### src/design/mapper_params.svh
`ifndef MAPPER_PARAMS_SVH
`define MAPPER_PARAMS_SVH

// prg bank number, 8 KB banks over 512 KB
`define PRG_BANK_W 6

// chr bank number, 1 KB banks
`define CHR_BANK_W 8

// mai cycles a12 must stay high before its fall counts
`define A12_MIN_HIGH 4

// width of the high-time counter in the a12 filter
`define A12_CNT_W 3

// bank data registers after reset
// r0/r1 are the 2 KB chr banks, r2..r5 the 1 KB chr banks
// r6/r7 are the switchable prg banks
`define BANK_RESET_0 8'd0
`define BANK_RESET_1 8'd2
`define BANK_RESET_2 8'd4
`define BANK_RESET_3 8'd5
`define BANK_RESET_4 8'd6
`define BANK_RESET_5 8'd7
`define BANK_RESET_6 8'd0
`define BANK_RESET_7 8'd1

`endif
### src/design/addr_translate.sv
`timescale 1ns/100ps
`default_nettype none

`include "mapper_params.svh"

module addr_translate (
	input  wire [15:0] cpu_addr,
	input  wire        cpu_rw,
	input  wire [13:0] ppu_addr,
	input  wire [7:0]  bank_sel,
	input  wire [7:0]  bank0,
	input  wire [7:0]  bank1,
	input  wire [7:0]  bank2,
	input  wire [7:0]  bank3,
	input  wire [7:0]  bank4,
	input  wire [7:0]  bank5,
	input  wire [7:0]  bank6,
	input  wire [7:0]  bank7,
	input  wire        mir_h,
	input  wire        ram_en,
	input  wire        ram_wp,
	output logic [18:0] prg_addr,
	output logic        prg_ce,
	output logic        ram_ce,
	output logic        ram_we,
	output logic [17:0] chr_addr,
	output logic        ciram_a10,
	output logic        ciram_ce
);

	localparam logic [`PRG_BANK_W-1:0] prg_last = '1;
	localparam logic [`PRG_BANK_W-1:0] prg_second_last = prg_last - 1'b1;

	logic [`PRG_BANK_W-1:0] prg_bank;
	logic [`CHR_BANK_W-1:0] chr_bank;
	logic                   prg_mode;
	logic                   chr_mode;

	assign prg_mode = bank_sel[6];
	assign chr_mode = bank_sel[7];

	// four 8 KB slots from $8000
	always_comb
	begin
		case (cpu_addr[14:13])
			2'd0:
				prg_bank = prg_mode ? prg_second_last : bank6[`PRG_BANK_W-1:0];
			2'd1:
				prg_bank = bank7[`PRG_BANK_W-1:0];
			2'd2:
				prg_bank = prg_mode ? bank6[`PRG_BANK_W-1:0] : prg_second_last;
			default:
				prg_bank = prg_last;
		endcase
	end

	// chr_mode picks which pattern table gets the 2 KB pair
	always_comb
	begin
		if (ppu_addr[12] == chr_mode)
		begin
			if (ppu_addr[11])
				chr_bank = {bank1[`CHR_BANK_W-1:1], ppu_addr[10]};
			else
				chr_bank = {bank0[`CHR_BANK_W-1:1], ppu_addr[10]};
		end
		else
		begin
			case (ppu_addr[11:10])
				2'd0:    chr_bank = bank2[`CHR_BANK_W-1:0];
				2'd1:    chr_bank = bank3[`CHR_BANK_W-1:0];
				2'd2:    chr_bank = bank4[`CHR_BANK_W-1:0];
				default: chr_bank = bank5[`CHR_BANK_W-1:0];
			endcase
		end
	end

	assign prg_addr = {prg_bank, cpu_addr[12:0]};
	assign chr_addr = {chr_bank, ppu_addr[9:0]};

	assign prg_ce = cpu_addr[15];
	// work ram window $6000..$7FFF
	assign ram_ce = (cpu_addr[15:13] == 3'b011) & ram_en;
	assign ram_we = ~cpu_rw & ~ram_wp;

	// horizontal mirroring uses a11, vertical a10
	assign ciram_a10 = mir_h ? ppu_addr[11] : ppu_addr[10];
	assign ciram_ce  = ~ppu_addr[13];

endmodule

`default_nettype wire

### config.mk
export PLATFORM = sky130hd
export DESIGN_NAME = addr_translate
export DESIGN_NICKNAME = d
export VERILOG_FILES = /design/src/design/addr_translate.sv
export VERILOG_INCLUDE_DIRS = /design/src /design/src/design
export SDC_FILE = /design/constraint.sdc
export NUM_CORES = 1
export LEC_CHECK = 0
export BUFFER_PORTS_ARGS = -buffer_cell sky130_fd_sc_hd__clkbuf_2
export CAP_MARGIN = 30
export CORE_AREA = 2 2 57 59
export DETAILED_ROUTE_END_ITERATION = 12
export DIE_AREA = 0 0 59 61
export GPL_ROUTABILITY_DRIVEN = 0
export PLACE_DENSITY = 0.83
export SLEW_MARGIN = 40
export SYNTH_ARGS = -nofsm -noshare
export SYNTH_HDL_FRONTEND = slang
export SYNTH_SLANG_ARGS = --single-unit
### constraint.sdc
create_clock -name vclk -period 2.5
set_clock_uncertainty 0.15 [all_clocks]
set_input_delay 0.75 -clock vclk [all_inputs]
set_output_delay 0.75 -clock vclk [all_outputs]
set_load 0.02 [all_outputs]
Word level (Yosys, flattened, before mapping) --
Index checks and enable logic that the tools add are counted.
Storage, ports and cells: flip-flop bits (word level) 0, input bits 106, output and inout port bits 42, logic and storage cells 20
Operators by class: equality and inequality tests 6, mux-type cells 7, bitwise gates (word level) 5, reduce and logical (&&, ||, !) cells 2
Operators with widths (count):
- $pmux W8 S3 | 1
- $pmux W6 S3 | 1
- $mux W8 | 2
- $mux W6 | 2
- $eq A2 B1 Y1 const B | 2
- $eq A2 B2 Y1 const B | 2
- $logic_not A2 Y1 | 2
- $eq A3 B2 Y1 const B | 1
- $not A1 Y1 | 3
- $and A1 B1 Y1 | 2
- $eq A1 B1 Y1 | 1
- $mux W1 | 1

Longest topological paths before layout --
depth in word-level cells 3, depth in mapped cells 5, gate-level depth less buffers 4

Worst setup path before layout --
No wires, ideal clock.
path kind in2out, from input port bank_sel[7], to output port chr_addr[10], data arrival time 1.573 ns, data required time 1.600 ns, setup slack 0.027 ns, stages 5, path buffers 1, cell sequence xor2_2 buf_6 nand3b_1 o21ai_1 a21oi_1
Between the ends: cells in the longest elaborated chain, start to end 2
Ends and longest elaborated chain:
- start: declaration | line addr_translate.sv:10 | input wire [7:0] bank_sel,
- $eq A1 B1 Y1 | line addr_translate.sv:60 | if (ppu_addr[12] == chr_mode)
- $mux W8 | line addr_translate.sv:60
- end: declaration | line addr_translate.sv:26 | output logic [17:0] chr_addr,
No other way between the ends.

Worst setup path in the final report --
from input port bank_sel[7], to output port chr_addr[14]
The elaborated chain is that of the path after synthesis.

==> flow_summary.yaml <==
floorplanning:
  core_area_sq_mm: 0.00295
  io_pins: 148
  die_width_um: 59
  rows: 20
  die_area_sq_mm: 0.00360
  start_util: 0.269
  fp.dieH_um: 61
grt:
  track_usage: 0.116
  antenna_found_initial: 0
  grt_max_degree: 21
  grt_pass1_wl_um: 3390
  overflow: 0
  grt_pass1_vias: 859
synthesis:
  netlist_instances: 121
  yosys.area.top_type: "buf_4"
  synthAdderAreaFrac: 0
  syn_nets: 227
  synth_top_family_by_area: "buffers and inverters"
  ys_types: 23
  muxShareOfSynthArea: 0.191
  yosysWarnings: 0
  yosysSeqAreaShare: 0
  synth_common_cells: "26 x buf_4, 14 x mux2i_1, 14 x nand2_1"
  avgSynthCellArea_sq_um: 6.57
  yosysMostFrequentCell: "buf_4"
  synth_xor_area_frac: 0.0205
  yosys.area_share.simple: 0.156
  synth.top_cell.area_share: 0.246
  synth-compound-area-share: 0.285
  synth_area_leaders: "buf_4 25%, mux2i_1 18%, nand2_1 6.6%"
  syn_area_sq_um: 795
timing:
  setup_violations: 8
  tightest_slew_ns: 0.332
  slew_viol_final: 0
  setup_slack_ns: -0.0764
  holdWs_ns: 1.35
  tns_ns: -0.466
  period_needed_ns: 2.58
  fmax_ghz: 0.388
  hold_violations: 0
  rsz0062_at_grt: "true"
  slew_headroom: 0.779
  period_share: 1.03
setup_path:
  crit_fanout: 20
  arrival_ns: 1.68
  critPathKind: "in -> out"
  crit_chain: "clkbuf_2, xor2_2, buf_6, nand2_1, o211ai_1, o21ai_1, buf_2"
  crit_path_end_kind: "primary output"
  worstSetupEndpoint: "chr_addr[14]"
  required_ns: 1.60
  startpoint: "bank_sel[7]"
  crit_path_top_delay_cell: "xor2_2"
  worst_setup_path_start_kind: "input pin"
  max_stage_delay_ns: 0.20
cells_and_area:
  final_core_util: 0.377
  diodes: 0
  clock_buffers: 0
  layout.area.seq_sq_um: 0
  seq_cells: 0
  layout-drive-gt1-share: 0.538
  area_delta_synth_final_pct: 40.2
  design_area_sq_mm: 0.00111
  fin_cells: 217
  nFillCells: 334
  fin_nets: 292
pwr:
  p_total_mw: 0.236
  power.leakage_nw: 0.646
  power.density_mw_per_mm2: 212
  max-vdd-ir-drop_mv: 0.0782
place:
  io_buffers: 90
  dp_slack_ns: -0.131
  dp_cells: 217
  hpwlAfterDp_um: 2050
  placed_cell_area_sq_mm: 0.00110
run:
  maxCapViolCount: 0
run_status:
  violations: "negative setup slack"
  status: "finished with violations"
detailed_routing:
  drcViolationCount: 0
  avgViaCountPerCell: 4.82
  ant_nets: 0
  wl_per_cell_um: 10.4
  vias: 1047
  dr.first_iter.drc_count: 15
  totalWireLength_um: 2260
  firstDrtPassIters: 4
clocking:
  cts_hold_buf: 0
  cts_setup_buffers: 0
hold_path:
  hold_path_class: "in -> out"
## repair_timing
action                     4_1_cts  5_1_grt
setup endpoints to repair       12       14
pin swaps                        0        1
gates resized for setup          3        9
## critical path, delay by kind of cell
family,cells,cell delay (ns)
AND/OR/NAND/NOR,1,0.06
AO/OA/AOI/OAI,2,0.20
buffers and inverters,3,0.47
XOR/XNOR,1,0.20
## final cells by class
type	instances	area [sq um]	area share
Timing Repair Buffer	97	528	0.474
Multi-Input combinational cell	80	518	0.465
Tap cell	33	41.3	0.0371
Inverter	7	26.3	0.0236
## where the power goes
group,internal [mW],switching (mW)
Clock,0,0
Combinational,0.113,0.123
Sequential,0,0
## how the worst min path moves through the flow
stage,end,slack (ns),cells after the start,startpoint
finish,chr_addr[3],1.35,0,ppu_addr[3]
global route,chr_addr[8],1.35,0,ppu_addr[8]
CTS,chr_addr[0],1.35,0,ppu_addr[0]
detailed placement,chr_addr[0],1.35,0,ppu_addr[0]
global placement,chr_addr[0],1.35,0,ppu_addr[0]
floorplan,ram_we,1.42,1,cpu_rw
## metal layers
layer  GRT usage  vias to the layer above  routed length (um)
met5           0                        -                   0
met4      0.0195                        0                  16
met3      0.0320                        4                 309
met2       0.251                       78                1160
met1       0.107                      440                 778
li1            -                      525                   -
## cells in the final DEF, fill, tap and decap left out
master	count
a211oi_1	1
o211ai_1	7
o21ai_1	9
mux2i_1	14
o22a_1	5
buf_2	5
clkbuf_2	83
nand2b_1	1
o22ai_1	1
a31oi_1	1
buf_6	2
buf_12	1
and4b_1	1
nor2_1	4
a21oi_1	7
xor2_2	1
o21ai_0	6
buf_4	6
inv_1	7
mux2_2	1
nand2_1	14
nand3b_1	2
nor3_1	5
## kinds of logic (layout without fill, tap and decap cells)
logic type,Yosys count,count (layout)
buffers and inverters,41,104
XOR/XNOR,1,1
AO/OA/AOI/OAI,37,37
AND/OR/NAND/NOR,27,27
multiplexers,15,15
(Power assumes the default switching activity.)
