File: src/design/mapper_params.svh
`ifndef MAPPER_PARAMS_SVH
`define MAPPER_PARAMS_SVH

// prg bank number, 8 KB banks over 512 KB
`define PRG_BANK_W 6

// chr bank number, 1 KB banks
`define CHR_BANK_W 8

// mai cycles a12 must stay high before its fall counts
`define A12_MIN_HIGH 4

// width of the high-time counter in the a12 filter
`define A12_CNT_W 3

// bank data registers after reset
// r0/r1 are the 2 KB chr banks, r2..r5 the 1 KB chr banks
// r6/r7 are the switchable prg banks
`define BANK_RESET_0 8'd0
`define BANK_RESET_1 8'd2
`define BANK_RESET_2 8'd4
`define BANK_RESET_3 8'd5
`define BANK_RESET_4 8'd6
`define BANK_RESET_5 8'd7
`define BANK_RESET_6 8'd0
`define BANK_RESET_7 8'd1

`endif
File: src/design/mapper_pkg.sv
`default_nettype none

package mapper_pkg;

	// cpu register operation, coded as {addr[15:13], addr[0]}
	// so a write at $8000 or above maps onto it directly
	typedef enum logic [3:0] {
		op_none        = 4'h0,
		op_bank_select = 4'h8,
		op_bank_data   = 4'h9,
		op_mirror      = 4'hA,
		op_ram_protect = 4'hB,
		op_irq_latch   = 4'hC,
		op_irq_reload  = 4'hD,
		op_irq_disable = 4'hE,
		op_irq_enable  = 4'hF
	} map_op_t;

	// ppu a12 glitch filter
	typedef enum logic [1:0] {
		a12_low        = 2'd0,
		a12_high_wait  = 2'd1,
		a12_high_valid = 2'd2
	} a12_state_t;

endpackage

`default_nettype wire

File: src/design/irq_counter.sv
`timescale 1ns/100ps
`default_nettype none

module irq_counter
	import mapper_pkg::*;
(
	input  wire        mai,
	input  wire        rst_n,
	input  map_op_t    reg_op,
	input  wire  [7:0] reg_data,
	input  wire        a12_fall,
	output logic       irq
);

	logic [7:0] irq_latch;
	logic [7:0] irq_count;
	logic [7:0] count_next;
	logic [2:0] prescale;
	logic       reload;
	logic       irq_en;
	logic       cnt_clk;
	logic       fire;

	// acclaim variant, counter steps once every eight a12 falls
	assign cnt_clk = a12_fall & (prescale == 3'd7);

	always_comb
	begin
		if (irq_count == 8'd0 || reload)
			count_next = irq_latch;
		else
			count_next = irq_count - 8'd1;
	end

	always_ff @(posedge mai or negedge rst_n)
	begin
		if (!rst_n)
		begin
			irq_latch <= 8'd0;
			irq_count <= 8'd0;
			prescale  <= 3'd0;
			reload    <= 1'b0;
			irq_en    <= 1'b0;
			fire      <= 1'b0;
			irq       <= 1'b0;
		end
		else
		begin
			fire <= 1'b0;
			if (a12_fall)
				prescale <= prescale + 3'd1;
			if (cnt_clk)
			begin
				irq_count <= count_next;
				reload    <= 1'b0;
				fire      <= (count_next == 8'd0) & irq_en;
			end
			// irq follows the zero count by one cycle
			if (fire & irq_en)
				irq <= 1'b1;
			// register writes win over the counter in the same cycle
			case (reg_op)
				op_irq_latch:
					irq_latch <= reg_data;
				op_irq_reload:
				begin
					reload   <= 1'b1;
					prescale <= 3'd0;
				end
				op_irq_disable:
				begin
					irq_en <= 1'b0;
					irq    <= 1'b0;
				end
				op_irq_enable:
					irq_en <= 1'b1;
				default:
					;
			endcase
		end
	end

	// a disable write always acknowledges a pending irq
	assert property (@(posedge mai) disable iff (!rst_n)
		reg_op == op_irq_disable |=> !irq);

endmodule

`default_nettype wire

File: config.mk
export PLATFORM = sky130hd
export DESIGN_NAME = irq_counter
export DESIGN_NICKNAME = d
export VERILOG_FILES = /design/src/design/mapper_params.svh /design/src/design/mapper_pkg.sv /design/src/design/irq_counter.sv
export SDC_FILE = /design/constraint.sdc
export NUM_CORES = 1
export LEC_CHECK = 0
export BUFFER_PORTS_ARGS = -buffer_cell sky130_fd_sc_hd__buf_4
export CORE_MARGIN = 5
export CORE_UTILIZATION = 45
export CTS_BUF_LIST = sky130_fd_sc_hd__clkbuf_8
export DETAILED_ROUTE_END_ITERATION = 10
export PLACE_DENSITY = 0.71
export SETUP_SLACK_MARGIN = 0.02
export SLEW_MARGIN = 10
export SYNTH_ARGS = -nofsm -noshare
export SYNTH_HDL_FRONTEND = slang
export SYNTH_SLANG_ARGS = --single-unit
export TNS_END_PERCENT = 10
File: constraint.sdc
create_clock -name mai -period 3.6 [get_ports mai]
set_input_delay 0.72 -clock mai [delete_from_list [all_inputs] [get_ports mai]]
set_output_delay 0.72 -clock mai [all_outputs]
set_load 0.01 [all_outputs]
== Word-level counts from Yosys, hierarchy flattened ==
Cells that the tools add are included.

* Bitwise operators: 3
* Multiplexer cells: 9
* Reduce and logical (&&, ||, !) cells: 7
* $add $sub $neg: 2
* Equality and inequality tests: 5

{| class="wikitable"
|+ Operators with widths
! kind !! number
|-
| equality test 4 bit, second input constant || 4
|-
| logical NOT 8 bit || 2
|-
| two-way mux 8 bit || 1
|-
| nonzero test 2 bit || 4
|-
| subtractor 8 x 1 -> 8 bit, second input constant || 1
|-
| two-way mux 3 bit || 2
|-
| two-way mux 1 bit || 5
|-
| adder 3 x 1 -> 3 bit, second input constant || 1
|-
| bitwise AND 1 bit || 3
|-
| equality test 3 bit, second input constant || 1
|-
| case mux 1 bit (2 select lines) || 1
|-
| logical OR 1 bit || 1
|}

* Logic and storage cells: 33
* Register bits: 23
* Output and inout port bits: 1

== Depth between registers and ports, before layout ==
* Depth in word-level cells: 6
* Depth in mapped cells: 7
* Gate-level depth less buffers: 7

== Least setup slack after synthesis ==
OpenSTA, ideal clock, no wires.

* Path type: register -> register
* From: register irq_count[0]
* To: register fire
* Arrival time: 1858 ps
* Required time: 3532 ps
* Path buffers: 0
* Setup slack: 1674 ps
* Library setup time: 68 ps
* Cell stages (with the launch flop): 8
* Cell sequence: dfrtp_1 > inv_1 > ha_1 > nor3b_1 > a21oi_2 > or3_2 > o41ai_1 > and4_1

* Word-level cells in the longest chain between the ends: 6
* Elaborated cells between the ends (all ways): 7

{| class="wikitable"
|+ Ends and longest elaborated chain
! element !! line !! source
|-
| from (decl) || irq_counter.sv:16 || <nowiki>logic [7:0] irq_count;</nowiki>
|-
| from (signal assigned) || irq_counter.sv:54 || <nowiki>irq_count <= count_next;</nowiki>
|-
| parallel branches: the longest is 2 deep, another holds subtractor 8 x 1 -> 8 bit || - ||
|-
| two-way mux 8 bit * || irq_counter.sv:29 || <nowiki>if (irq_count == 8'd0 || reload)</nowiki>
|-
| logical NOT 8 bit * || irq_counter.sv:56 || <nowiki>fire <= (count_next == 8'd0) & irq_en;</nowiki>
|-
| bitwise AND 1 bit * || irq_counter.sv:56 ||
|-
| two-way mux 1 bit * || irq_counter.sv:52 || <nowiki>if (cnt_clk)</nowiki>
|-
| to (signal assigned) || irq_counter.sv:56 ||
|-
| to (decl) || irq_counter.sv:22 || <nowiki>logic fire;</nowiki>
|}

Every way passes the cells marked *.
A chain may end at the register's enable or synchronous reset.

== Worst setup path after layout ==
Ends and elaborated chain as after synthesis.

==> results.json <==
{
  "p_seq_share_pct": 43.7,
  "async_reset_ff_share_pct": 100,
  "start_kind": "register",
  "ff2ff_path_depth": 7,
  "die_area_sq_um": 3910,
  "core.rowCount": 19,
  "cpPeakStageDelay_ps": 470,
  "path_clk_slew_ps": 80,
  "finalCritPeriodShare_pct": 63.2,
  "die_w_um": 62.5,
  "start_util_pct": 46.2,
  "power_density_nw_per_um2": 730,
  "finalSetupViolations": 0,
  "worst_pin_slew_ps": 1040,
  "syn_inst": 118,
  "synth_top_area_cell": "dfrtp_1",
  "cts_setup_buffers": 0,
  "drt_wl_total_mm": 2.53,
  "n_antenna_cell": 0,
  "path_max_fanout": 10,
  "area_delta_synth_final_pct": 14.1,
  "yosys-top-cells-area": "dfrtp_1 46%, mux2_2 9.1%, ha_1 4.0%",
  "numCtsBuffers": 3,
  "routed_via_density": 5.73,
  "firstDrtPassIters": 4,
  "synth_top_area_share_pct": 46.4,
  "grt_remaining_overflow": 0,
  "netlist_area_sq_um": 1240,
  "cp.arrival_ps": 2480,
  "crit_chain": "inv_1, ha_1, nor3b_1, a21oi_2, or3_2, o41ai_1, and4_1",
  "ff2ff_setup_slack_ps": 1330,
  "die_h_um": 62.5,
  "p_clk_share_pct": 15.8,
  "htreeDepth": 1,
  "cts_root_buffer": "clkbuf_8",
  "wire_per_inst_um": 15.3,
  "period_needed_ps": 2270,
  "core_area_sq_um": 2690,
  "report.final.hold_viol_count": 0,
  "fillers": 247,
  "syn-num-nets": 137,
  "postCtsHoldBufs": 0,
  "worst_skew_pair.late_latency_ps": 270,
  "ys_seq_area_share_pct": 46.4,
  "drt_iter0_markers": 16,
  "maxCapViolations": 0,
  "fin_nets": 154,
  "grt_pass1_vias": 961,
  "synth_ff_type": "dfrtp_1",
  "place_congestion": 0.973,
  "peakVddDrop_mv": 0.408,
  "cts_tree": "built",
  "cp.required_ps": 3800,
  "rsz0062_at_grt": "false",
  "intPower_mw": 0.621,
  "dp_hpwl_mm": 1.91,
  "slew_headroom_pct": 30.2,
  "final_common_cell": "dfrtp_1",
  "finalClockSkew_ps": 3.99,
  "max_freq_ghz": 0.440,
  "drtAntennaViolNets": 0,
  "io_buffers": 15,
  "final-max-slew-violation-count": 0,
  "num_io_pins": 16,
  "hold_class": "input port to async pin",
  "cts_resized": 0,
  "whs_ps": 325,
  "ys_warn_count": 0,
  "power.switching_mw": 0.413,
  "r2r-end": "fire$_DFF_PN0_",
  "grt_pass1_wl_mm": 4.41,
  "p_leak_nw": 0.630,
  "synth-edff-count": 0,
  "switching_share_pct": 39.9,
  "outcome": "finished, final reports clean",
  "pwr-share-comb_pct": 40.5,
  "synth.distinct_cells": 38,
  "vias": 945,
  "clock-sinks": 23,
  "drive_above_1_share_pct": 27.6,
  "final_cell_mix": "23 x dfrtp_1, 15 x buf_4, 10 x mux2_2",
  "drc": 0,
  "ys_ff_latch": 23,
  "cp_slowest_cell": "or3_2",
  "grt_max_degree": 24,
  "syn_area_per_cell_sq_um": 10.5,
  "grt.total_usage_pct": 13.8,
  "cts_max_path_buffers": 2,
  "grt_antenna_before_repair": 0,
  "setup_tns_ps": 0,
  "worstSetupEndpointType": "register",
  "path_class": "register to register",
  "timing.rr.start": "irq_count[0]$_DFFE_PN0P_",
  "power_mw": 1.03
}
[through the flow]
step	util, %	area, sq um	setup slack, ps	instances
after detailed placement	51.0	1370	1340	161
after CTS	52.7	1420	1360	165
after global routing	52.7	1420	1170	165
after global placement	51.0	1370	1380	161
final	52.7	1420	1330	165
after floorplan	-	1240	1670	118
[per-layer routing]
| metal | track usage, % | wire length (um) | vias to the layer above |
|---|---|---|---|
| met4 | 6.37 | 46 | 0 |
| li1 | - | - | 464 |
| met1 | 16.8 | 1160 | 464 |
| met5 | 0 | 0 | - |
| met2 | 23.8 | 1250 | 12 |
| met3 | 2.16 | 68 | 5 |
[kinds of logic (layout without fill, tap and decap cells)]
logic type	count (synthesis)	count (layout)	share of synthesized area, %
DFF	23	23	46.4
xor gates and xnor gates	3	3	2.12
muxes	13	13	11.5
buffers and inverters	7	23	3.03
AOI/OAI and AO/OA	28	28	14.6
adders and majority gates	4	4	4.04
and+or+nand+nor	40	40	18.3
[sequential cells by signal (all words and copies together) (netlist names)]
name       count
fire           1
irq_en         1
irq_count      8
irq_latch      8
prescale       3
irq            1
reload         1
[worst max-delay path: cells and delay by family (launching register included)]
family / cells / cell delay (ps)
buf+inv: 1 / 170
fa+ha+maj: 1 / 220
compound gates: 2 / 320
simple gates: 3 / 1110
flops: 1 / 410
[power by group through the flow]
stage	Sequential, mW	Combinational (mW)	Clock, mW
2_1_floorplan	0.417	0.345	0
3_3_place_gp	0.448	0.399	0
3_5_place_dp	0.455	0.415	0
4_1_cts	0.451	0.417	0.165
5_1_grt	0.464	0.472	0.179
6_report	0.452	0.419	0.163
[worst max-delay path by stage]
| stage | start | endpoint | cells past startpoint |
|---|---|---|---|
| final | irq_count[0]$_DFFE_PN0P_ | fire$_DFF_PN0_ | 7 |
| after global routing | irq_count[0]$_DFFE_PN0P_ | fire$_DFF_PN0_ | 7 |
| after CTS | irq_count[0]$_DFFE_PN0P_ | fire$_DFF_PN0_ | 7 |
| after detailed placement | reg_op[1] | irq_latch[0]$_DFFE_PN0N_ | 3 |
| after global placement | reg_op[1] | irq_latch[7]$_DFFE_PN0N_ | 3 |
| after floorplan | irq_count[0]$_DFFE_PN0P_ | fire$_DFF_PN0_ | 7 |
[Yosys cell counts, drive strengths merged, types with 2 or more instances]
cell	count
dfrtp	23
mux2	10
nand2	9
nor2	9
a21oi	8
o21ai	8
ha	4
inv	4
mux2i	3
nand3	3
nor4	3
a21o	2
a311oi	2
and4	2
buf	2
nand4	2
nor3	2
nor3b	2
o211ai	2
o21bai	2
or3	2
xnor2	2
[final cells by class]
class | count | area [sq um] | share of cell area, %
Sequential cell | 23 | 576 | 40.7
Timing Repair Buffer | 15 | 113 | 7.96
Inverter | 4 | 15.0 | 1.06
Clock inverter | 1 | 5.00 | 0.354
Tap cell | 31 | 38.8 | 2.74
Multi-Input combinational cell | 88 | 627 | 44.3
Clock buffer | 3 | 41.3 | 2.92
Note: power is estimated with default switching activity, not from simulation.
