## config.mk

```make
export PLATFORM = sky130hd
export DESIGN_NAME = a12_edge_fsm
export DESIGN_NICKNAME = d
export VERILOG_FILES = /design/src/design/mapper_pkg.sv /design/src/design/a12_edge_fsm.sv
export VERILOG_INCLUDE_DIRS = /design/src /design/src/design
export SDC_FILE = /design/constraint.sdc
export NUM_CORES = 1
export LEC_CHECK = 0
export ABC_AREA = 1
export BUFFER_PORTS_ARGS = -buffer_cell sky130_fd_sc_hd__buf_4
export CORE_AREA = 5 5 42 44
export DETAILED_ROUTE_END_ITERATION = 16
export DIE_AREA = 0 0 47 49
export PLACE_DENSITY = 0.46
export SLEW_MARGIN = 20
export SYNTH_ARGS = -nofsm -noshare
export SYNTH_HDL_FRONTEND = slang
export SYNTH_SLANG_ARGS = --single-unit
export TNS_END_PERCENT = 50
```

## constraint.sdc

```tcl
create_clock -name mai -period 2.1 [get_ports mai]
set_clock_uncertainty 0.1 [all_clocks]
set_input_delay 0.105 -clock mai [delete_from_list [all_inputs] [get_ports mai]]
set_output_delay 0.105 -clock mai [all_outputs]
set_load 0.05 [all_outputs]
```

## src/design/mapper_params.svh

```systemverilog
`ifndef MAPPER_PARAMS_SVH
`define MAPPER_PARAMS_SVH

// prg bank number, 8 KB banks over 512 KB
`define PRG_BANK_W 6

// chr bank number, 1 KB banks
`define CHR_BANK_W 8

// mai cycles a12 must stay high before its fall counts
`define A12_MIN_HIGH 4

// width of the high-time counter in the a12 filter
`define A12_CNT_W 3

// bank data registers after reset
// r0/r1 are the 2 KB chr banks, r2..r5 the 1 KB chr banks
// r6/r7 are the switchable prg banks
`define BANK_RESET_0 8'd0
`define BANK_RESET_1 8'd2
`define BANK_RESET_2 8'd4
`define BANK_RESET_3 8'd5
`define BANK_RESET_4 8'd6
`define BANK_RESET_5 8'd7
`define BANK_RESET_6 8'd0
`define BANK_RESET_7 8'd1

`endif
```

## src/design/mapper_pkg.sv

```systemverilog
`default_nettype none

package mapper_pkg;

	// cpu register operation, coded as {addr[15:13], addr[0]}
	// so a write at $8000 or above maps onto it directly
	typedef enum logic [3:0] {
		op_none        = 4'h0,
		op_bank_select = 4'h8,
		op_bank_data   = 4'h9,
		op_mirror      = 4'hA,
		op_ram_protect = 4'hB,
		op_irq_latch   = 4'hC,
		op_irq_reload  = 4'hD,
		op_irq_disable = 4'hE,
		op_irq_enable  = 4'hF
	} map_op_t;

	// ppu a12 glitch filter
	typedef enum logic [1:0] {
		a12_low        = 2'd0,
		a12_high_wait  = 2'd1,
		a12_high_valid = 2'd2
	} a12_state_t;

endpackage

`default_nettype wire

```

## src/design/a12_edge_fsm.sv

```systemverilog
`timescale 1ns/100ps
`default_nettype none

`include "mapper_params.svh"

module a12_edge_fsm
	import mapper_pkg::*;
(
	input  wire  mai,
	input  wire  rst_n,
	input  wire  ppu_a12,
	output logic a12_fall
);

	localparam logic [`A12_CNT_W-1:0] high_last = `A12_MIN_HIGH - 1;
	localparam logic [`A12_CNT_W-1:0] high_first = {{(`A12_CNT_W-1){1'b0}}, 1'b1};

	a12_state_t            state;
	logic [`A12_CNT_W-1:0] high_cnt;

	always_ff @(posedge mai or negedge rst_n)
	begin
		if (!rst_n)
		begin
			state    <= a12_low;
			high_cnt <= '0;
			a12_fall <= 1'b0;
		end
		else
		begin
			a12_fall <= 1'b0;
			case (state)
				a12_low:
				begin
					if (ppu_a12)
					begin
						state    <= a12_high_wait;
						high_cnt <= high_first;
					end
				end
				// short highs drop back without a pulse
				a12_high_wait:
				begin
					if (!ppu_a12)
						state <= a12_low;
					else if (high_cnt == high_last)
						state <= a12_high_valid;
					else
						high_cnt <= high_cnt + 1'b1;
				end
				a12_high_valid:
				begin
					if (!ppu_a12)
					begin
						state    <= a12_low;
						a12_fall <= 1'b1;
					end
				end
				default:
					state <= a12_low;
			endcase
		end
	end

	// one pulse per qualified fall
	assert property (@(posedge mai) disable iff (!rst_n)
		a12_fall |=> !a12_fall);

endmodule

`default_nettype wire

```

---- Yosys cells after proc, flatten, opt, wreduce, memory -nomap -nowiden ----
Index checks and enable logic that the tools add are counted.
operators by class
  eq/ne operators ......................... 8
  reductions and logical operators ........ 4
  add/sub/neg operators ................... 1
  multiplexer cells ....................... 11
operators by type and width
  kind                                            count
  2-to-1 mux 3 bit                                3
  2-to-1 mux 2 bit                                4
  != test 2 bit (second input constant)           4
  one-hot mux 2 bit (3 select lines)              1
  one-hot mux 3 bit (2 select lines)              1
  AND reduction 4 bit                             1
  adder 3 x 1 -> 3 bit (second input constant)    1
  == test 3 x 2 -> 1 bit (second input constant)  1
  != test 3 bit (second input constant)           1
  AND reduction 3 bit                             1
  == test 2 x 1 -> 1 bit (second input constant)  1
  == test 2 bit (second input constant)           1
  logical NOT 2 bit                               1
  2-to-1 mux 1 bit                                2
  nonzero test 2 bit                              1
storage, ports and cells
  bits of input ports ..................... 3
  output and inout port bits .............. 1
  word-level logic and storage cells ...... 27
  register bits ........................... 6

---- Depth between registers and ports, before layout ----
Gate-level depths: netlist of run 1.
  depth after elaboration ................. 4
  gate-level depth with buffers ........... 7
  depth with buffers taken out ............ 7

---- Worst setup path after synthesis of run 1 ----
Ideal clock, no wire load.
  path kind ............................... register to register
  start ................................... register high_cnt[0]
  end ..................................... register high_cnt[0]
  setup time .............................. 0.116 ns
  stages on the path, launching flop included .. 7
  data arrival time ....................... 1.023 ns
  setup slack ............................. 0.860 ns
  buffers on the path ..................... 0
  data required time ...................... 1.884 ns
  clock period less this slack ............ 1.240 ns
  cells stage by stage .................... dfrtp_1 -> ha_1 -> ha_1 -> nand2_2 -> nand3_1 -> nand2_1 -> nand2_1
between the ends
  longest elaborated chain between the ends .. 4
  elaborated cells between the ends (all ways) .. 7
  classes of those cells .................. add/sub: 1; eq/ne: 2; mux: 3; reduce/logical: 1
RTL lines
  what                                line                source
  from (decl)                         a12_edge_fsm.sv:19  logic [`A12_CNT_W-1:0] high_cnt;
  from (signal assigned)              a12_edge_fsm.sv:38  high_cnt <= high_first;
  from (signal assigned)              a12_edge_fsm.sv:49  high_cnt <= high_cnt + 1'b1;
  adder 3 x 1 -> 3 bit                a12_edge_fsm.sv:49
  2-to-1 mux 3 bit                    a12_edge_fsm.sv:46  else if (high_cnt == high_last)
  2-to-1 mux 3 bit                    a12_edge_fsm.sv:44  if (!ppu_a12)
  one-hot mux 3 bit (2 select lines)  a12_edge_fsm.sv:32  case (state)
Several ways; a longest one is shown, not always the timed one. The select of a mux whose other input is x is not followed.
A chain may end at the register's enable or synchronous reset.

---- Worst setup path in the final report of run 1 ----
  start ................................... register high_cnt[0]
  end ..................................... register high_cnt[2]
Same word-level chain as after synthesis.

==> results by group, run 1 <==
Global route
  – Number of global-route vias before repair: 175
  – Largest net degree at the start of global routing: 7
  – GR Overflow Total: 0
  – First-pass GRT wire length: 710 um
  – GRT Total Usage: 4.96%
  – Initial antenna violation count: 0

Pwr
  – Reg power frac: 43.5%
  – Cell internal pwr: 0.000261 W
  – NetSw: 0.000129 W
  – Switching fraction of total power: 33.0%
  – Logic pwr share: 29.9%
  – Cell Pwr Density: 1050 nW/um2
  – Leak: 0.197 nW
  – Clock power share: 26.6%
  – Worst vdd ir: 0.425 mV

Clock tree
  – Hold buffer count at cts: 2
  – Post-CTS Setup Bufs: 0
  – Clock tree from TritonCTS: built
  – Clk slew on worst S/H paths: 0.04 ns
  – Post_cts resized: 0
  – Max H-tree Level: 1
  – Root Driver: clkbuf_4
  – Num CTS Buffers: 3
  – Max clock buf depth: 2
  – Clk sinks: 6
  – Skew-Pair Late Insertion Delay: 0.24 ns

Detailed routing
  – Vias/cell: 3.91
  – WL/cell: 8.14 um
  – Vias: 223
  – Final Routed Wirelength: 464 um
  – Final ANT Viol Nets: 0
  – DRC: 0
  – Starting DRC count in detailed routing: 8
  – Drt pass-1 iters: 3

Setup path
  – Worst path cell trace: ha_1 -> ha_1 -> nand2_2 -> nand3_1 -> nand2_1 -> nand2_1
  – Critical-path top delay cell: dfrtp_1
  – Crit. End Element: flop
  – Crit path launch type: flop
  – Worst endpoint data arrival time: 1.40 ns
  – Crit Path Category: flop to flop
  – CP max FO: 3
  – Req. time, crit path: 2.13 ns
  – Max incr delay on CP: 0.39 ns

Cells and area
  – Non-Filler Instances: 57
  – Synth-to-Final Area Change: 29.7%
  – Fraction of layout instances using a drive strength above 1: 26.8%
  – ANT cells: 0
  – Most common cell after layout, fill and taps aside: nand2_1
  – Most frequent cells in the layout: 11 x nand2_1, 6 x dfrtp_1, 3 x nor2_1, 3 x clkbuf_4, 3 x buf_4
  – Final net count: 48

Synth
  – Post-Syn Nets: 38
  – Cell taking the most area after synthesis: dfrtp_1
  – Cell area after synthesis: 287 um2
  – Yosys warns: 0
  – Register bit total from synthesis: 6
  – Largest cells by area after synthesis: dfrtp_1 52%, nand2_1 14%, ha_1 8.7%
  – Synth Area per Inst: 8.68 um2
  – Cells after Synth: 33
  – Synth unique cells: 11
  – Yosys top cell area share: 52.4%
  – Sequential fraction of the synthesis area: 52.4%

Placement
  – Routability congestion estimate: 0.784
  – Port Buffers: 3
  – Inst Count DP: 52

Timing
  – Final Hold Vio Count: 0
  – TNS Setup: 0 ns
  – Slew HR: 89.0%
  – Setup Viol. Count Final: 0
  – RSZ-0062 raised after global routing: false
  – Max Transition Viols Final: 0
  – Fin crit period: 1.36 ns
  – Fmax achieved: 733 MHz
  – Measured slew at the worst slew-check pin: 0.165 ns
  – Final period util: 65.0%

Floorplanning
  – DIE HEIGHT: 49 um
  – Core Area: 1400 um2
  – Ports: 4
  – Die Wd: 47 um
  – Initial core utilization: 20.4%
  – Rows: 14
  – Die area: 2300 um2

Run
  – Maxcap violations: 0

Worst hold path
  – Hold/Removal Path Class: input pin to async pin

Run status
  – Status: completed
registers in the layout, indices dropped and copies added (netlist names):
| signal | cells |
|---|---|
| state | 2 |
| a12_fall | 1 |
| high_cnt | 3 |
cells by family (layout without fill, tap and decap cells):
family / count (synthesis) / after routing / share of synthesized area, %
buffers and inverters: 4 / 12 / 5.24
and+or+nand+nor: 20 / 20 / 31.9
DFF: 6 / 6 / 52.4
AOI/OAI and AO/OA: 1 / 1 / 1.75
adders and majority gates: 2 / 2 / 8.73
final timing paths:
check	startpoint	end	slack, ns	cells after the start
min	rst_n	high_cnt[1]$_DFFE_PN0P_	0.1	2
min reg2reg	high_cnt[2]$_DFFE_PN0P_	high_cnt[2]$_DFFE_PN0P_	0.38	2
max reg2reg	high_cnt[0]$_DFFE_PN0P_	high_cnt[2]$_DFFE_PN0P_	0.74	6
max in group asynchronous	rst_n	high_cnt[2]$_DFFE_PN0P_	1.69	2
min in group mai	high_cnt[2]$_DFFE_PN0P_	high_cnt[2]$_DFFE_PN0P_	0.38	2
max	high_cnt[0]$_DFFE_PN0P_	high_cnt[2]$_DFFE_PN0P_	0.74	6
final cells by class:
class | instances | area [um2]
inverter | 4 | 15.0
fill | 159 | 1030
tap | 16 | 20.0
sequential | 6 | 150
timing repair buffer | 5 | 42.5
multi-input combinational | 23 | 121
clock buffer | 3 | 22.5
power groups by stage:
stage,sequential [W],combinational [W],clock (W)
finish,0.000170,0.000117,0.000104
global route,0.000174,0.000133,0.000118
CTS,0.000171,0.000118,0.000108
detailed placement,0.000172,0.000114,0
global placement,0.000172,0.000114,0
floorplan,0.000169,0.0000885,0
stage by stage:
step | hold slack, ns | utilization, % | instance area [um2] | worst slack (ns) | total power (W)
after CTS | 0.0932 | 26.5 | 372 | 0.739 | 0.000396
after global routing | 0.0942 | 26.5 | 372 | 0.692 | 0.000425
final | 0.0967 | 26.5 | 372 | 0.735 | 0.000390
after detailed placement | -0.185 | 23.5 | 329 | 0.746 | 0.000287
after floorplan | -0.291 | - | 287 | 0.860 | 0.000257
after global placement | -0.183 | 23.5 | 329 | 0.746 | 0.000286
critical path, delay by kind of cell (launching register included):
| family | cells | cell delay, ns |
|---|---|---|
| AND/OR/NAND/NOR | 4 | 0.36 |
| adder cells (fa/ha/maj) | 2 | 0.40 |
| flip-flops | 1 | 0.39 |
synthesized netlist by cell type:
cell type and n:
inv_1 2, nand3_1 2, nand2_2 2, ha_1 2
dfrtp_1 6, nor2_1 3, nand2_1 11, inv_2 2
nor2_4 1, o21ai_0 1, nor3_1 1
routing by layer:
| metal | wire (um) | GRT usage [%] |
|---|---|---|
| met5 | 0 | 0 |
| met4 | 9 | 2.76 |
| met3 | 46 | 6.64 |
| met2 | 186 | 4.52 |
| met1 | 221 | 5.84 |
(Power assumes the default switching activity.)
==> inputs of run 2 (changes only) <==
- PLACE_DENSITY: 0.46 -> 0.47
- clock period: 2.1 -> 1.2 ns (I/O delays scaled with it)
==> results by group, run 2 (synthesis gave the netlist of run 1 again) <==
Setup path
  – Worst Setup SP: high_cnt[1]$_DFFE_PN0P_
  – CP max FO: 4 (+1)
  – Critical path buffer and inverter count: 1 (+1)
  – Worst endpoint data arrival time: 1.33 ns (-0.07 ns)
  – Crit path launch type: flop
  – Crit Path Category: flop to flop
  – Crit. End Element: flop
  – Critical-path top delay cell: dfrtp_1
  – Setup slack, reg-to-reg: -0.04 ns (-0.78 ns)
  – Req. time, crit path: 1.28 ns (-0.85 ns)
  – Max incr delay on CP: 0.37 ns (-0.02 ns)
  – Worst path cell trace: ha_2 -> ha_4 -> nand2_4 -> inv_2 -> nor2_4 -> nand2_1 -> nand2_1
  – Worst r2r src: high_cnt[1]$_DFFE_PN0P_
  – Most common cell on crit path: nand2_1
  – Crit-path leading delay family: flip-flops

Run
  – Maxcap violations: 0 (unchanged)

Timing
  – Final Hold Vio Count: 0 (unchanged)
  – Slew HR: 85.9% (-3.1 points)
  – Fin worst setup slack: -0.0429 ns (-0.778 ns)
  – RSZ-0062 raised after global routing: true
  – TNS Setup: -0.114 ns (-0.114 ns)
  – Final period util: 104% (+39 points)
  – Fmax achieved: 805 MHz (+9.8%)
  – Max Transition Viols Final: 0 (unchanged)
  – Fin crit period: 1.24 ns (-0.122 ns)
  – Setup Viol. Count Final: 4 (+4)
  – Measured slew at the worst slew-check pin: 0.211 ns (+0.0466 ns)

Detailed routing
  – Vias/cell: 3.92 (+0.11%)
  – Starting DRC count in detailed routing: 1 (-7)
  – Final Routed Wirelength: 528 um (+14%)
  – Final ANT Viol Nets: 0 (unchanged)
  – Drt pass-1 iters: 3 (unchanged)
  – Vias: 235 (+5.4%)
  – DRC: 0 (unchanged)
  – WL/cell: 8.80 um (+8.1%)

Floorplanning
  – Die area: 2300 um2 (unchanged)
  – DIE HEIGHT: 49 um (unchanged)
  – Core Area: 1400 um2 (unchanged)
  – Ports: 4 (unchanged)
  – Die Wd: 47 um (unchanged)
  – Rows: 14 (unchanged)
  – Initial core utilization: 20.4% (unchanged)

Clock tree
  – Clk slew on worst S/H paths: 0.05 ns (about the same)
  – Skew-Pair Late Insertion Delay: 0.25 ns (about the same)
  – Clk sinks: 6 (unchanged)
  – Max clock buf depth: 2 (unchanged)
  – Root Driver: clkbuf_4
  – Num CTS Buffers: 3 (unchanged)
  – Clock tree from TritonCTS: built
  – Max H-tree Level: 1 (unchanged)

Global route
  – Largest net degree at the start of global routing: 7 (unchanged)
  – GR Overflow Total: 0 (unchanged)
  – Number of global-route vias before repair: 220 (+26%)
  – GRT Total Usage: 6.01% (+1.0 points)
  – Initial antenna violation count: 0 (unchanged)
  – First-pass GRT wire length: 890 um (+25%)

Cells and area
  – Final net count: 51 (+6.3%)
  – Largest Register: high_cnt
  – Fraction of layout instances using a drive strength above 1: 38.6% (+12 points)
  – Most frequent cells in the layout: 11 x nand2_1, 6 x dfrtp_1, 6 x buf_4, 3 x nor2_1, 3 x clkbuf_4
  – ANT cells: 0 (unchanged)
  – Most common cell after layout, fill and taps aside: nand2_1
  – Synth-to-Final Area Change: 46.3%
  – Largest register FFs: 3 (unchanged)
  – Regs by FF count: high_cnt: 3 flops, state: 2 flops, a12_fall: 1 flops

Pwr
  – Leak: 0.223 nW (+13%)
  – Cell Pwr Density: 1860 nW/um2 (+77%)
  – Worst vdd ir: 0.661 mV (+55%)

Worst hold path
  – Hold/Removal Path Class: input pin to async pin

Placement
  – DPL Wire Length: 371 um
  – Place WS: -0.0706 ns (-0.817 ns)
  – Routability congestion estimate: 0.688 (-12%)
  – Port Buffers: 3 (unchanged)

Run status
  – Failing checks: negative setup slack
  – Status: finished with violations
## run 2: cell type report
type                            count  area, um2
Fill cell                         159        982
Tap cell                           16       20.0
Clock buffer                        3       22.5
Timing Repair Buffer                8       65.1
Sequential cell                     6        150
Inverter                            4       15.0
Multi-Input combinational cell     23        146
## run 2: path summary, 6_finish.rpt
kind,to,depth (start not counted)
setup / recovery,high_cnt[0]$_DFFE_PN0P_,7
setup reg to reg,high_cnt[0]$_DFFE_PN0P_,7
max in group asynchronous,high_cnt[1]$_DFFE_PN0P_,2
hold / removal,state[0]$_DFFE_PN0P_,2
min in group mai,high_cnt[2]$_DFFE_PN0P_,2
hold reg to reg,high_cnt[2]$_DFFE_PN0P_,2
## run 2: stage by stage
stage | cell area [um2] | hold WS [ns] | total power (W) | utilization [%] | instances
floorplan | 294 | -0.336 | 0.000456 | - | 33
detailed placement | 344 | -0.226 | 0.000522 | 24.6 | 53
global route | 419 | 0.0466 | 0.000870 | 29.9 | 60
finish | 419 | 0.0514 | 0.000779 | 29.9 | 60
CTS | 404 | 0.0472 | 0.000763 | 28.8 | 58
global placement | 344 | -0.226 | 0.000526 | 24.6 | 53
## run 2: power breakdown
| part | switching [W] | internal, W | total (W) |
|---|---|---|---|
| sequential | 0.0000362 | 0.000258 | 0.000294 |
| combinational | 0.000145 | 0.000150 | 0.000295 |
| clock | 0.0000766 | 0.000113 | 0.000190 |
## run 2: timing repair
item,in CTS,in global routing
pin swaps,4,2
hold buffers,2,0
endpoints found under the setup margin,3,3
buffers inserted,0,2
hold endpoints to repair,8,0
resized for setup,3,0
## run 2: per-layer routing
layer  GRT usage, %  vias up  wire length, um
met1           6.90      104              256
met2           6.79        6              228
li1               -      125                -
met5              0        -                0
met3           6.64        0               44
met4           2.76        0                0
